===== src/source/jt12_pkg.sv =====
// Shared constants for the FM chip control core.
// Holds the register map, clock divider ratios and bus widths.
// Modules take it with a wildcard import in their body.
`default_nettype none

package jt12_pkg;

    // Register map of bank 0
    localparam logic [7:0] REG_TIMER_A_HI = 8'h24;  // Timer A bits 9..2
    localparam logic [7:0] REG_TIMER_A_LO = 8'h25;  // Timer A bits 1..0
    localparam logic [7:0] REG_TIMER_B    = 8'h26;
    localparam logic [7:0] REG_TIMER_CTL  = 8'h27;  // Load, irq enable, flag reset
    localparam logic [7:0] REG_DAC_DATA   = 8'h2A;  // Offset binary sample
    localparam logic [7:0] REG_DAC_EN     = 8'h2B;  // Bit 7 enables the DAC

    // Divider ratios
    localparam int CEN_DIV     = 6;   // cen pulses per clk_en
    localparam int SAMPLE_DIV  = 24;  // clk_en pulses per sample
    localparam int TIMER_B_DIV = 16;  // Samples per timer B tick
    localparam int BUSY_LEN    = 32;  // clk_en pulses of busy after a write

    // Data widths
    localparam int TIMER_A_W = 10;
    localparam int TIMER_B_W = 8;
    localparam int SND_W     = 16;
    localparam int DAC_SHIFT = 7;

    // Counter widths and terminal counts
    localparam int CEN_CNT_W  = $clog2(CEN_DIV);
    localparam int SMP_CNT_W  = $clog2(SAMPLE_DIV);
    localparam int TB_PRE_W   = $clog2(TIMER_B_DIV);
    localparam int BUSY_CNT_W = $clog2(BUSY_LEN);

    localparam logic [CEN_CNT_W-1:0]  CEN_LAST  = CEN_CNT_W'(CEN_DIV - 1);
    localparam logic [SMP_CNT_W-1:0]  SMP_LAST  = SMP_CNT_W'(SAMPLE_DIV - 1);
    localparam logic [TB_PRE_W-1:0]   TB_LAST   = TB_PRE_W'(TIMER_B_DIV - 1);
    localparam logic [BUSY_CNT_W-1:0] BUSY_LAST = BUSY_CNT_W'(BUSY_LEN - 1);

endpackage

`default_nettype wire


===== src/source/jt12_clkgen.sv =====
// Internal clock enable generation.
// Divides cen down to clk_en, then marks every sample with zero.
`default_nettype none

module jt12_clkgen (
    input  wire  clk,
    input  wire  rst_n,
    input  wire  cen,     // External clock enable
    output logic clk_en,  // Internal clock enable
    output logic zero     // Start of sample
);

    import jt12_pkg::*;

    logic [CEN_CNT_W-1:0] pre_cnt;
    logic [SMP_CNT_W-1:0] smp_cnt;

    always_ff @(posedge clk) begin
        if (!rst_n) begin
            pre_cnt <= '0;
            smp_cnt <= '0;
            clk_en  <= 1'b0;
            zero    <= 1'b0;
        end else begin
            clk_en <= 1'b0;
            zero   <= 1'b0;
            if (cen) begin
                if (pre_cnt == CEN_LAST) begin
                    pre_cnt <= '0;
                    clk_en  <= 1'b1;
                    // Sample counter advances once per clk_en
                    if (smp_cnt == SMP_LAST) begin
                        smp_cnt <= '0;
                        zero    <= 1'b1;
                    end else begin
                        smp_cnt <= smp_cnt + 1'b1;
                    end
                end else begin
                    pre_cnt <= pre_cnt + 1'b1;
                end
            end
        end
    end

    // Sample start must line up with an internal enable
    assert property (@(posedge clk) disable iff (!rst_n) zero |-> clk_en);

endmodule

`default_nettype wire


===== src/source/jt12_regs.sv =====
// CPU bus interface and register file.
// Latches the register address, decodes data writes into timer and
// DAC settings, runs the busy timer and muxes the status byte onto dout.
`default_nettype none

module jt12_regs (
    input  wire                            clk,
    input  wire                            rst_n,
    input  wire                            clk_en,
    input  wire  [7:0]                     din,
    input  wire  [1:0]                     addr,
    input  wire                            cs_n,
    input  wire                            wr_n,
    input  wire                            flag_a,
    input  wire                            flag_b,
    output logic [7:0]                     dout,
    output logic                           busy,
    output logic [jt12_pkg::TIMER_A_W-1:0] value_a,
    output logic [jt12_pkg::TIMER_B_W-1:0] value_b,
    output logic                           load_a,
    output logic                           load_b,
    output logic                           irq_en_a,
    output logic                           irq_en_b,
    output logic                           clr_flag_a,
    output logic                           clr_flag_b,
    output logic [7:0]                     dac_data,
    output logic                           dac_en
);

    import jt12_pkg::*;

    logic                  write;
    logic                  addr_wr;
    logic                  data_wr;
    logic [7:0]            sel_reg;    // Latched register address
    logic [BUSY_CNT_W-1:0] busy_cnt;

    assign write   = !cs_n && !wr_n;
    assign addr_wr = write && !addr[0];
    assign data_wr = write && addr[0];  // addr[1] ignored, single bank

    always_ff @(posedge clk) begin
        if (!rst_n) begin
            sel_reg    <= '0;
            value_a    <= '0;
            value_b    <= '0;
            load_a     <= 1'b0;
            load_b     <= 1'b0;
            irq_en_a   <= 1'b0;
            irq_en_b   <= 1'b0;
            clr_flag_a <= 1'b0;
            clr_flag_b <= 1'b0;
            dac_data   <= '0;
            dac_en     <= 1'b0;
        end else begin
            clr_flag_a <= 1'b0;
            clr_flag_b <= 1'b0;
            if (addr_wr) begin
                sel_reg <= din;
            end
            if (data_wr) begin
                case (sel_reg)
                    REG_TIMER_A_HI: value_a[9:2] <= din;
                    REG_TIMER_A_LO: value_a[1:0] <= din[1:0];
                    REG_TIMER_B:    value_b      <= din;
                    REG_TIMER_CTL: begin
                        load_a     <= din[0];
                        load_b     <= din[1];
                        irq_en_a   <= din[2];
                        irq_en_b   <= din[3];
                        clr_flag_a <= din[4];
                        clr_flag_b <= din[5];
                    end
                    REG_DAC_DATA:   dac_data     <= din;
                    REG_DAC_EN:     dac_en       <= din[7];
                    default: ;                   // Unmapped, ignored
                endcase
            end
        end
    end

    // Busy lasts BUSY_LEN clk_en pulses, restarted by every data write
    always_ff @(posedge clk) begin
        if (!rst_n) begin
            busy     <= 1'b0;
            busy_cnt <= '0;
        end else if (data_wr) begin
            busy     <= 1'b1;
            busy_cnt <= '0;
        end else if (busy && clk_en) begin
            if (busy_cnt == BUSY_LAST) begin
                busy <= 1'b0;
            end else begin
                busy_cnt <= busy_cnt + 1'b1;
            end
        end
    end

    // Status read-back
    always_comb begin
        dout = 8'h00;
        if (!addr[0]) begin
            dout = {busy, 5'b00000, flag_b, flag_a};
        end
    end

    // Flag clears reach the timers as single clock pulses
    assert property (@(posedge clk) disable iff (!rst_n) clr_flag_a |=> !clr_flag_a);
    assert property (@(posedge clk) disable iff (!rst_n) clr_flag_b |=> !clr_flag_b);

endmodule

`default_nettype wire


===== src/source/jt12_timers.sv =====
// Timer A and timer B with overflow flags and the interrupt line.
// Timer A ticks every sample, timer B every TIMER_B_DIV samples.
// Both count up from their reload value while loaded.
`default_nettype none

module jt12_timers (
    input  wire                            clk,
    input  wire                            rst_n,
    input  wire                            zero,
    input  wire  [jt12_pkg::TIMER_A_W-1:0] value_a,
    input  wire  [jt12_pkg::TIMER_B_W-1:0] value_b,
    input  wire                            load_a,
    input  wire                            load_b,
    input  wire                            irq_en_a,
    input  wire                            irq_en_b,
    input  wire                            clr_flag_a,
    input  wire                            clr_flag_b,
    output logic                           flag_a,
    output logic                           flag_b,
    output logic                           irq_n
);

    import jt12_pkg::*;

    logic [TIMER_A_W-1:0] cnt_a;
    logic [TIMER_B_W-1:0] cnt_b;
    logic [TB_PRE_W-1:0]  pre_b;   // Samples into the current B tick
    logic                 tick_b;
    logic                 ovf_a;
    logic                 ovf_b;

    assign tick_b = load_b && zero && (pre_b == TB_LAST);
    assign ovf_a  = load_a && zero && (&cnt_a);
    assign ovf_b  = tick_b && (&cnt_b);

    // Timer A
    always_ff @(posedge clk) begin
        if (!rst_n) begin
            cnt_a <= '0;
        end else if (!load_a) begin
            cnt_a <= value_a;           // Hold reload value while stopped
        end else if (zero) begin
            cnt_a <= ovf_a ? value_a : cnt_a + 1'b1;
        end
    end

    // Timer B and its sample prescaler
    always_ff @(posedge clk) begin
        if (!rst_n) begin
            cnt_b <= '0;
            pre_b <= '0;
        end else if (!load_b) begin
            cnt_b <= value_b;
            pre_b <= '0;
        end else if (zero) begin
            pre_b <= pre_b + 1'b1;      // Wraps every TIMER_B_DIV samples
            if (tick_b) begin
                cnt_b <= ovf_b ? value_b : cnt_b + 1'b1;
            end
        end
    end

    // Sticky flags where an overflow wins over a clear
    always_ff @(posedge clk) begin
        if (!rst_n) begin
            flag_a <= 1'b0;
            flag_b <= 1'b0;
            irq_n  <= 1'b1;
        end else begin
            if (ovf_a && irq_en_a) begin
                flag_a <= 1'b1;
            end else if (clr_flag_a) begin
                flag_a <= 1'b0;
            end
            if (ovf_b && irq_en_b) begin
                flag_b <= 1'b1;
            end else if (clr_flag_b) begin
                flag_b <= 1'b0;
            end
            irq_n <= !(flag_a || flag_b);
        end
    end

    // Flags only move at a sample boundary when they rise
    assert property (@(posedge clk) disable iff (!rst_n)
        ($rose(flag_a) || $rose(flag_b)) |-> $past(zero));

    // No interrupt left pending once both flags are gone
    assert property (@(posedge clk) disable iff (!rst_n)
        !(flag_a || flag_b) |=> irq_n);

endmodule

`default_nettype wire


===== src/source/jt12_dac.sv =====
// DAC output path.
// Turns the offset-binary DAC byte into a signed sound word once per sample.
`default_nettype none

module jt12_dac (
    input  wire                               clk,
    input  wire                               rst_n,
    input  wire                               zero,
    input  wire  [7:0]                        dac_data,
    input  wire                               dac_en,
    output logic signed [jt12_pkg::SND_W-1:0] snd_out,
    output logic                              snd_sample
);

    import jt12_pkg::*;

    logic signed [8:0]       centred;   // -128..127
    logic signed [SND_W-1:0] extended;
    logic signed [SND_W-1:0] scaled;

    assign centred  = $signed({1'b0, dac_data}) - 9'sd128;
    assign extended = {{(SND_W - 9){centred[8]}}, centred};
    assign scaled   = extended <<< DAC_SHIFT;

    always_ff @(posedge clk) begin
        if (!rst_n) begin
            snd_out    <= '0;
            snd_sample <= 1'b0;
        end else begin
            snd_sample <= zero;
            if (zero) begin
                snd_out <= dac_en ? scaled : '0;  // Silent when disabled
            end
        end
    end

endmodule

`default_nettype wire


===== src/source/jt12_top.sv =====
// Top level of the FM chip control core.
// Connects clock generation, register file, timers and the DAC path.
`default_nettype none

module jt12_top (
    input  wire                               clk,
    input  wire                               rst_n,
    input  wire                               cen,    // Tie high if unused
    input  wire  [7:0]                        din,
    input  wire  [1:0]                        addr,
    input  wire                               cs_n,
    input  wire                               wr_n,
    output logic [7:0]                        dout,
    output logic                              irq_n,
    output logic signed [jt12_pkg::SND_W-1:0] snd_out,
    output logic                              snd_sample
);

    import jt12_pkg::*;

    logic                 clk_en;
    logic                 zero;
    logic [TIMER_A_W-1:0] value_a;
    logic [TIMER_B_W-1:0] value_b;
    logic                 load_a;
    logic                 load_b;
    logic                 irq_en_a;
    logic                 irq_en_b;
    logic                 clr_flag_a;
    logic                 clr_flag_b;
    logic                 flag_a;
    logic                 flag_b;
    logic [7:0]           dac_data;
    logic                 dac_en;

    jt12_clkgen u_clkgen (
        .clk    ( clk    ),
        .rst_n  ( rst_n  ),
        .cen    ( cen    ),
        .clk_en ( clk_en ),
        .zero   ( zero   )
    );

    jt12_regs u_regs (
        .clk        ( clk        ),
        .rst_n      ( rst_n      ),
        .clk_en     ( clk_en     ),
        .din        ( din        ),
        .addr       ( addr       ),
        .cs_n       ( cs_n       ),
        .wr_n       ( wr_n       ),
        .flag_a     ( flag_a     ),
        .flag_b     ( flag_b     ),
        .dout       ( dout       ),
        .busy       (            ),   // Status bit 7 of dout
        .value_a    ( value_a    ),
        .value_b    ( value_b    ),
        .load_a     ( load_a     ),
        .load_b     ( load_b     ),
        .irq_en_a   ( irq_en_a   ),
        .irq_en_b   ( irq_en_b   ),
        .clr_flag_a ( clr_flag_a ),
        .clr_flag_b ( clr_flag_b ),
        .dac_data   ( dac_data   ),
        .dac_en     ( dac_en     )
    );

    jt12_timers u_timers (
        .clk        ( clk        ),
        .rst_n      ( rst_n      ),
        .zero       ( zero       ),
        .value_a    ( value_a    ),
        .value_b    ( value_b    ),
        .load_a     ( load_a     ),
        .load_b     ( load_b     ),
        .irq_en_a   ( irq_en_a   ),
        .irq_en_b   ( irq_en_b   ),
        .clr_flag_a ( clr_flag_a ),
        .clr_flag_b ( clr_flag_b ),
        .flag_a     ( flag_a     ),
        .flag_b     ( flag_b     ),
        .irq_n      ( irq_n      )
    );

    jt12_dac u_dac (
        .clk        ( clk        ),
        .rst_n      ( rst_n      ),
        .zero       ( zero       ),
        .dac_data   ( dac_data   ),
        .dac_en     ( dac_en     ),
        .snd_out    ( snd_out    ),
        .snd_sample ( snd_sample )
    );

endmodule

`default_nettype wire


===== config.mk =====
export PLATFORM = sky130hd
export DESIGN_NAME = jt12_top
export DESIGN_NICKNAME = d
export VERILOG_FILES = /design/src/source/jt12_pkg.sv /design/src/source/jt12_clkgen.sv /design/src/source/jt12_regs.sv /design/src/source/jt12_timers.sv /design/src/source/jt12_dac.sv /design/src/source/jt12_top.sv
export SDC_FILE = /design/constraint.sdc
export NUM_CORES = 1
export LEC_CHECK = 0
export ABC_AREA = 1
export ABC_CLOCK_PERIOD_IN_PS = 1650
export BUFFER_PORTS_ARGS = -buffer_cell sky130_fd_sc_hd__buf_2
export CORE_UTILIZATION = 50
export CTS_BUF_LIST = sky130_fd_sc_hd__clkbuf_8
export CTS_CLUSTER_SIZE = 8
export DETAILED_ROUTE_END_ITERATION = 10
export PLACE_DENSITY = 0.7
export RECOVER_POWER = 100
export SYNTH_ARGS = -nofsm -noshare
export SYNTH_HDL_FRONTEND = slang
export SYNTH_SLANG_ARGS = --single-unit

===== constraint.sdc =====
create_clock -name clk -period 1.65 [get_ports clk]
set_clock_uncertainty 0.1 [all_clocks]
set_input_delay 0.165 -clock clk [delete_from_list [all_inputs] [get_ports clk]]
set_output_delay 0.165 -clock clk [all_outputs]
set_load 0.1 [all_outputs]

Word-level counts from Yosys, hierarchy flattened --
Cells that the tools add are included.
Storage, ports and cells: register bits 99, input port bits 15, output and inout port bits 26, logic and storage cells 105
Cells by class: add/sub/neg operators 7, equality and inequality tests 13, multiplexer cells 20, bitwise operators 2, reductions and logical operators 37
Operators with widths (number):
- equality test 8 x 6 -> 1 bit (second input constant) | 6
- two-way mux 8 bit | 5
- two-way mux 10 bit | 3
- AND reduction 2 bit | 12
- two-way mux 16 bit | 1
- logical AND 1 bit | 11
- adder 10 x 1 -> 10 bit (second input constant) | 1
- adder 5 x 1 -> 5 bit (second input constant) | 2
- equality test 5 bit (second input constant) | 2
- AND reduction 10 bit | 1
- two-way mux 1 bit | 9
- subtractor 8 x 8 -> 9 bit (second input constant) | 1
- adder 8 x 1 -> 8 bit (second input constant) | 1
- AND reduction 8 bit | 1
- nonzero test 2 bit | 4
- AND reduction 3 bit | 2
- two-way mux 5 bit | 1
- adder 4 x 1 -> 4 bit (second input constant) | 1
- equality test 4 bit (second input constant) | 1
- zero test 1 bit | 4
- != test 2 bit (second input constant) | 2
- adder 3 x 1 -> 3 bit (second input constant) | 1
- equality test 3 bit (second input constant) | 1
- two-way mux 3 bit | 1
- 4 further kinds | 5

Depth between registers and ports, before layout --
depth after elaboration 7, gate-level depth with buffers 10, gate-level depth less buffers 9

Hierarchy --
From an unflattened synthesis, not the netlist that was laid out.
Second synthesis, totals: cell total of the unflattened synthesis 652, area total of the unflattened synthesis 4509.3 um^2
Modules (own cells, without submodules):
- jt12_regs | times used 1, cells each 301, area each 2109.5 um^2, seq. area each 940.9 um^2
- jt12_timers | times used 1, cells each 241, area each 1577.8 um^2, seq. area each 500.5 um^2
- jt12_clkgen | times used 1, cells each 61, area each 432.9 um^2, seq. area each 200.2 um^2
- jt12_dac | times used 1, cells each 49, area each 389.1 um^2, seq. area each 180.2 um^2

Worst setup path before layout --
Ideal clock, no wire load.
kind register to output, start point register u_regs.busy, end point output port dout[7], data arrival time 1609 ps, data required time 1385 ps, path slack -224 ps, stages on the path, launching flop included 3, buffers on the path 0, cells stage by stage dfxtp_1 > inv_1 > nor2_1
On the way: word-level cells in the longest chain between the ends 1
Ends and longest elaborated chain:
- start, declared | line jt12_regs.sv:17 | output logic busy,
- start signal, assigned | line jt12_regs.sv:85 | busy <= 1'b0;
- start signal, assigned | line jt12_regs.sv:88 | busy <= 1'b1;
- start signal, assigned | line jt12_regs.sv:92 | busy <= 1'b0;
- two-way mux 8 bit | line jt12_regs.sv:102 | if (!addr[0]) begin
- end, declared | line jt12_top.sv:13 | output logic [7:0] dout,
No other way between the ends.

Worst setup path in the final report --
start point register u_timers.cnt_a[0], end point register u_timers.cnt_a[0]
On the way: word-level cells in the longest chain between the ends 5, elaborated cells on any way between the ends 6, classes of those cells 1 x add/sub; 3 x mux; 2 x reduce/logical
Ends and longest elaborated chain:
- start, declared | line jt12_timers.sv:25 | logic [TIMER_A_W-1:0] cnt_a;
- start signal, assigned | line jt12_timers.sv:41 | cnt_a <= value_a;
- start signal, assigned | line jt12_timers.sv:43 | cnt_a <= ovf_a ? value_a : cnt_a + 1'b1;
- parallel branches: the longest is 2 deep, another holds adder 10 x 1 -> 10 bit
- two-way mux 10 bit (*) | line jt12_timers.sv:43
- two-way mux 10 bit (*) | line jt12_timers.sv:42 | end else if (zero) begin
- two-way mux 10 bit (*) | line jt12_timers.sv:40 | end else if (!load_a) begin
Every way passes the cells marked *. The select of a mux whose other input is x is not followed. A chain may end at the register's enable or synchronous reset.

==> results by group <==
Outcome
  – Status: finished, final reports clean

Synthesis
  – Synthesis Warnings: 0
  – Synth Cell Area: 4270 sq um
  – Yosys top cell area share: 42.6%
  – Synthesized area per cell: 7.64 sq um
  – Leading area contributor after synthesis: dfxtp_1
  – #FFs+latches synth: 91
  – Cells after Synth: 559
  – Sequential area share after synthesis: 42.6%
  – Post-synthesis cell type count: 43
  – Ranking of synthesized cells by area: dfxtp_1 43%, a21oi_1 7.6%, nand2_1 7.0%, o21ai_0 6.2%, nor2_1 5.6%

Worst setup path
  – CP Capture Type: flip-flop
  – Crit Path Class: reg -> reg
  – CP required: 1.84 ns
  – WP data arrival: 1.76 ns
  – R2R Path Start: u_timers.cnt_a[0]
  – Largest fanout on the critical path: 8
  – R2R cell count: 9
  – R2R Setup Slk: 0.08 ns
  – Critical Path Source Type: flip-flop
  – Worst r2r dst: u_timers.cnt_a[0]

Final layout
  – Leading cell type in the layout, fill and taps excluded: dfxtp_1
  – Antenna cell count: 0
  – Layout cells sized above 1: 19.9%
  – Non-filler instance count after layout: 714
  – Top Registers: u_regs.value_a x10, u_timers.cnt_a x10
  – Fin nets: 625
  – Synth-to-layout area growth: 13.4%
  – Commonest cells after routing, fill and taps aside: 84 x dfxtp_1, 77 x nand2_1, 65 x a21oi_1

Placed design
  – Gpl congestion: 0.815
  – Place WS: -0.00271 ns
  – Post-DP HPWL: 6.29 mm
  – DP Cell Count: 687
  – Port-buffer cells: 27

Global route
  – GRT overflow: 0
  – Wire length of the first global-routing pass: 14.9 mm
  – Total track usage: 21.5%
  – Largest net degree at the start of global routing: 55
  – Vias in the first global route: 3,255
  – Initial antenna violation count: 0

CTS
  – CTS tree: yes
  – CTS HTree Levels: 3
  – Clock buffer count from CTS: 9
  – CTS max path bufs: 2
  – Clk_lat worst skew: 0.36 ns
  – Clock root buffer: clkbuf_8
  – CTS clk-pin slew, worst paths: 0.10 ns
  – Clock sink total: 91

Timing
  – Slew HR: 64.0%
  – Tmin final: 1.57 ns
  – RSZ-0062 raised after global routing: no
  – Final Hold Fails: 0
  – Crit share post-route: 95.2%
  – Final setup margin: 0.0792 ns
  – Final Slew Violations: 0
  – Least-Margin Pin Slew: 0.540 ns
  – Final Setup Violations: 0
  – Max Fclk: 0.637 GHz

Drt
  – Routed Antenna Nets: 0
  – Number of DRC markers in iteration 0: 200
  – Vias per cell: 5.07
  – First-pass DRT Iterations: 5
  – # DRC: 0
  – WL final: 9.01 mm
  – WL/cell: 12.6 um
  – Vias: 3,617

Hold path
  – Hold EP: u_regs.value_b[6]
  – Worst hold start: din[6]
  – Hold path cells: 3
  – Worst min path class: in -> reg

Floorplanning
  – Die Area: 8920 sq um
  – Initial core utilization: 51.7%
  – Ports: 41
  – Core Footprint: 8260 sq um
  – Core Rows: 33
  – Die Width: 94.4 um
  – Die height: 94.4 um

Power and ir drop
  – LEAKAGE: 1.95 nW
  – Pwr dens: 843 nW/um^2
  – Max VDD drop: 0.494 mV

Job
  – MaxCap Viol Count: 0
==> Yosys cell counts <==
cell	count
buf_4	16
xor2_1	5
nor3_1	7
nand3b_1	2
o211a_1	1
nand2_1	80
a211oi_1	3
nand2_4	2
nor3b_1	1
nand3_2	4
or2_2	1
o21ai_0	53
clkbuf_1	7
o21ai_1	7
nand3_4	3
buf_6	4
and2_1	1
inv_1	60
nor2_4	3
o211ai_1	1
a21oi_2	2
buf_12	1
nand4_1	4
o21bai_1	2
buf_2	4
nand2_2	4
conb_1	1
nor2_2	3
o22ai_1	2
o21ai_2	5
nand3_1	31
dfxtp_1	91
a2bb2oi_1	1
a31oi_1	2
nor3_2	1
buf_8	1
nor3_4	3
nor2_1	64
clkinv_1	1
ha_1	6
a21oi_1	65
clkbuf_8	2
buf_1	2
==> metal layers <==
layer	vias up	share of wire, %	global-route usage (%)	routed length, um
met4	0	1.7	8.72	152
met1	1610	47	28.1	4200
li1	1907	-	-	-
met3	11	4.8	4.11	434
met5	-	0	0	0
met2	89	47	34.9	4220
==> where the power goes <==
part / switching (W) / total [W] / internal [W]
logic: 0.000240 / 0.000297 / 0.0000569
clock network: 0.000837 / 0.00156 / 0.000724
registers: 0.0000125 / 0.00222 / 0.00221
==> through the flow <==
| stage | TNS (ns) | power (W) | hold WS (ns) | util (%) | instance area (sq um) |
|---|---|---|---|---|---|
| 6_report | 0 | 0.00408 | 0.0154 | 58.7 | 4850 |
| 5_1_grt | 0 | 0.00424 | 0.0166 | 58.7 | 4850 |
| 4_1_cts | 0 | 0.00413 | 0.00184 | 57.3 | 4740 |
| 3_5_place_dp | -0.00271 | 0.00257 | 0.346 | 54.5 | 4500 |
| 3_3_place_gp | -0.00170 | 0.00256 | 0.321 | 54.5 | 4500 |
| 2_1_floorplan | 0 | 0.00252 | 0.177 | - | 4330 |
==> worst max-delay path by stage <==
| stage | to | start | slack [ns] |
|---|---|---|---|
| after floorplan | u_regs.busy_cnt[3] | u_regs.busy_cnt[0] | 0.004 |
| after global placement | u_regs.busy_cnt[3] | u_regs.busy_cnt[1] | -0.002 |
| after detailed placement | u_regs.busy_cnt[3] | u_regs.busy_cnt[0] | -0.003 |
| after CTS | u_timers.cnt_a[0] | u_timers.cnt_a[1] | 0.01 |
| after global routing | u_regs.busy_cnt[3] | u_regs.busy_cnt[1] | 0.0009 |
| final | u_timers.cnt_a[0] | u_timers.cnt_a[0] | 0.08 |
==> cells by family after synthesis <==
kind of cell	share of synthesized area, %
xor gates and xnor gates	1.02
adders and majority gates	1.76
other	0.0878
and+or+nand+nor	24.4
buffers and inverters	11.9
DFF	42.6
AOI/OAI and AO/OA	18.2
==> final cells by class <==
cell class | count | area [sq um]
Fill cell | 781 | 3410
Multi-Input combinational cell | 382 | 2050
Sequential cell | 91 | 1830
Timing Repair Buffer | 59 | 398
Inverter | 61 | 233
Tap cell | 105 | 131
Clock buffer | 9 | 124
Clock inverter | 7 | 80.1
==> worst max-delay path: stages, from the launching register on <==
cell     delay [ns]
dfxtp_1        0.35
ha_2           0.19
nand2_1        0.10
nor2_4         0.13
nand3_4        0.17
nand2_8        0.14
nand2_1        0.05
nand2_1        0.07
nand2_1        0.05
a21oi_1        0.14
==> repair_timing <==
item	in CTS	in global routing
gates cloned	0	1
gates resized for setup	0	22
pin swaps	1	9
setup endpoints to repair	2	42
hold endpoints to repair	3	0
buffers inserted	0	7
hold buffers	3	0
Note: power is estimated with default switching activity, not from simulation.
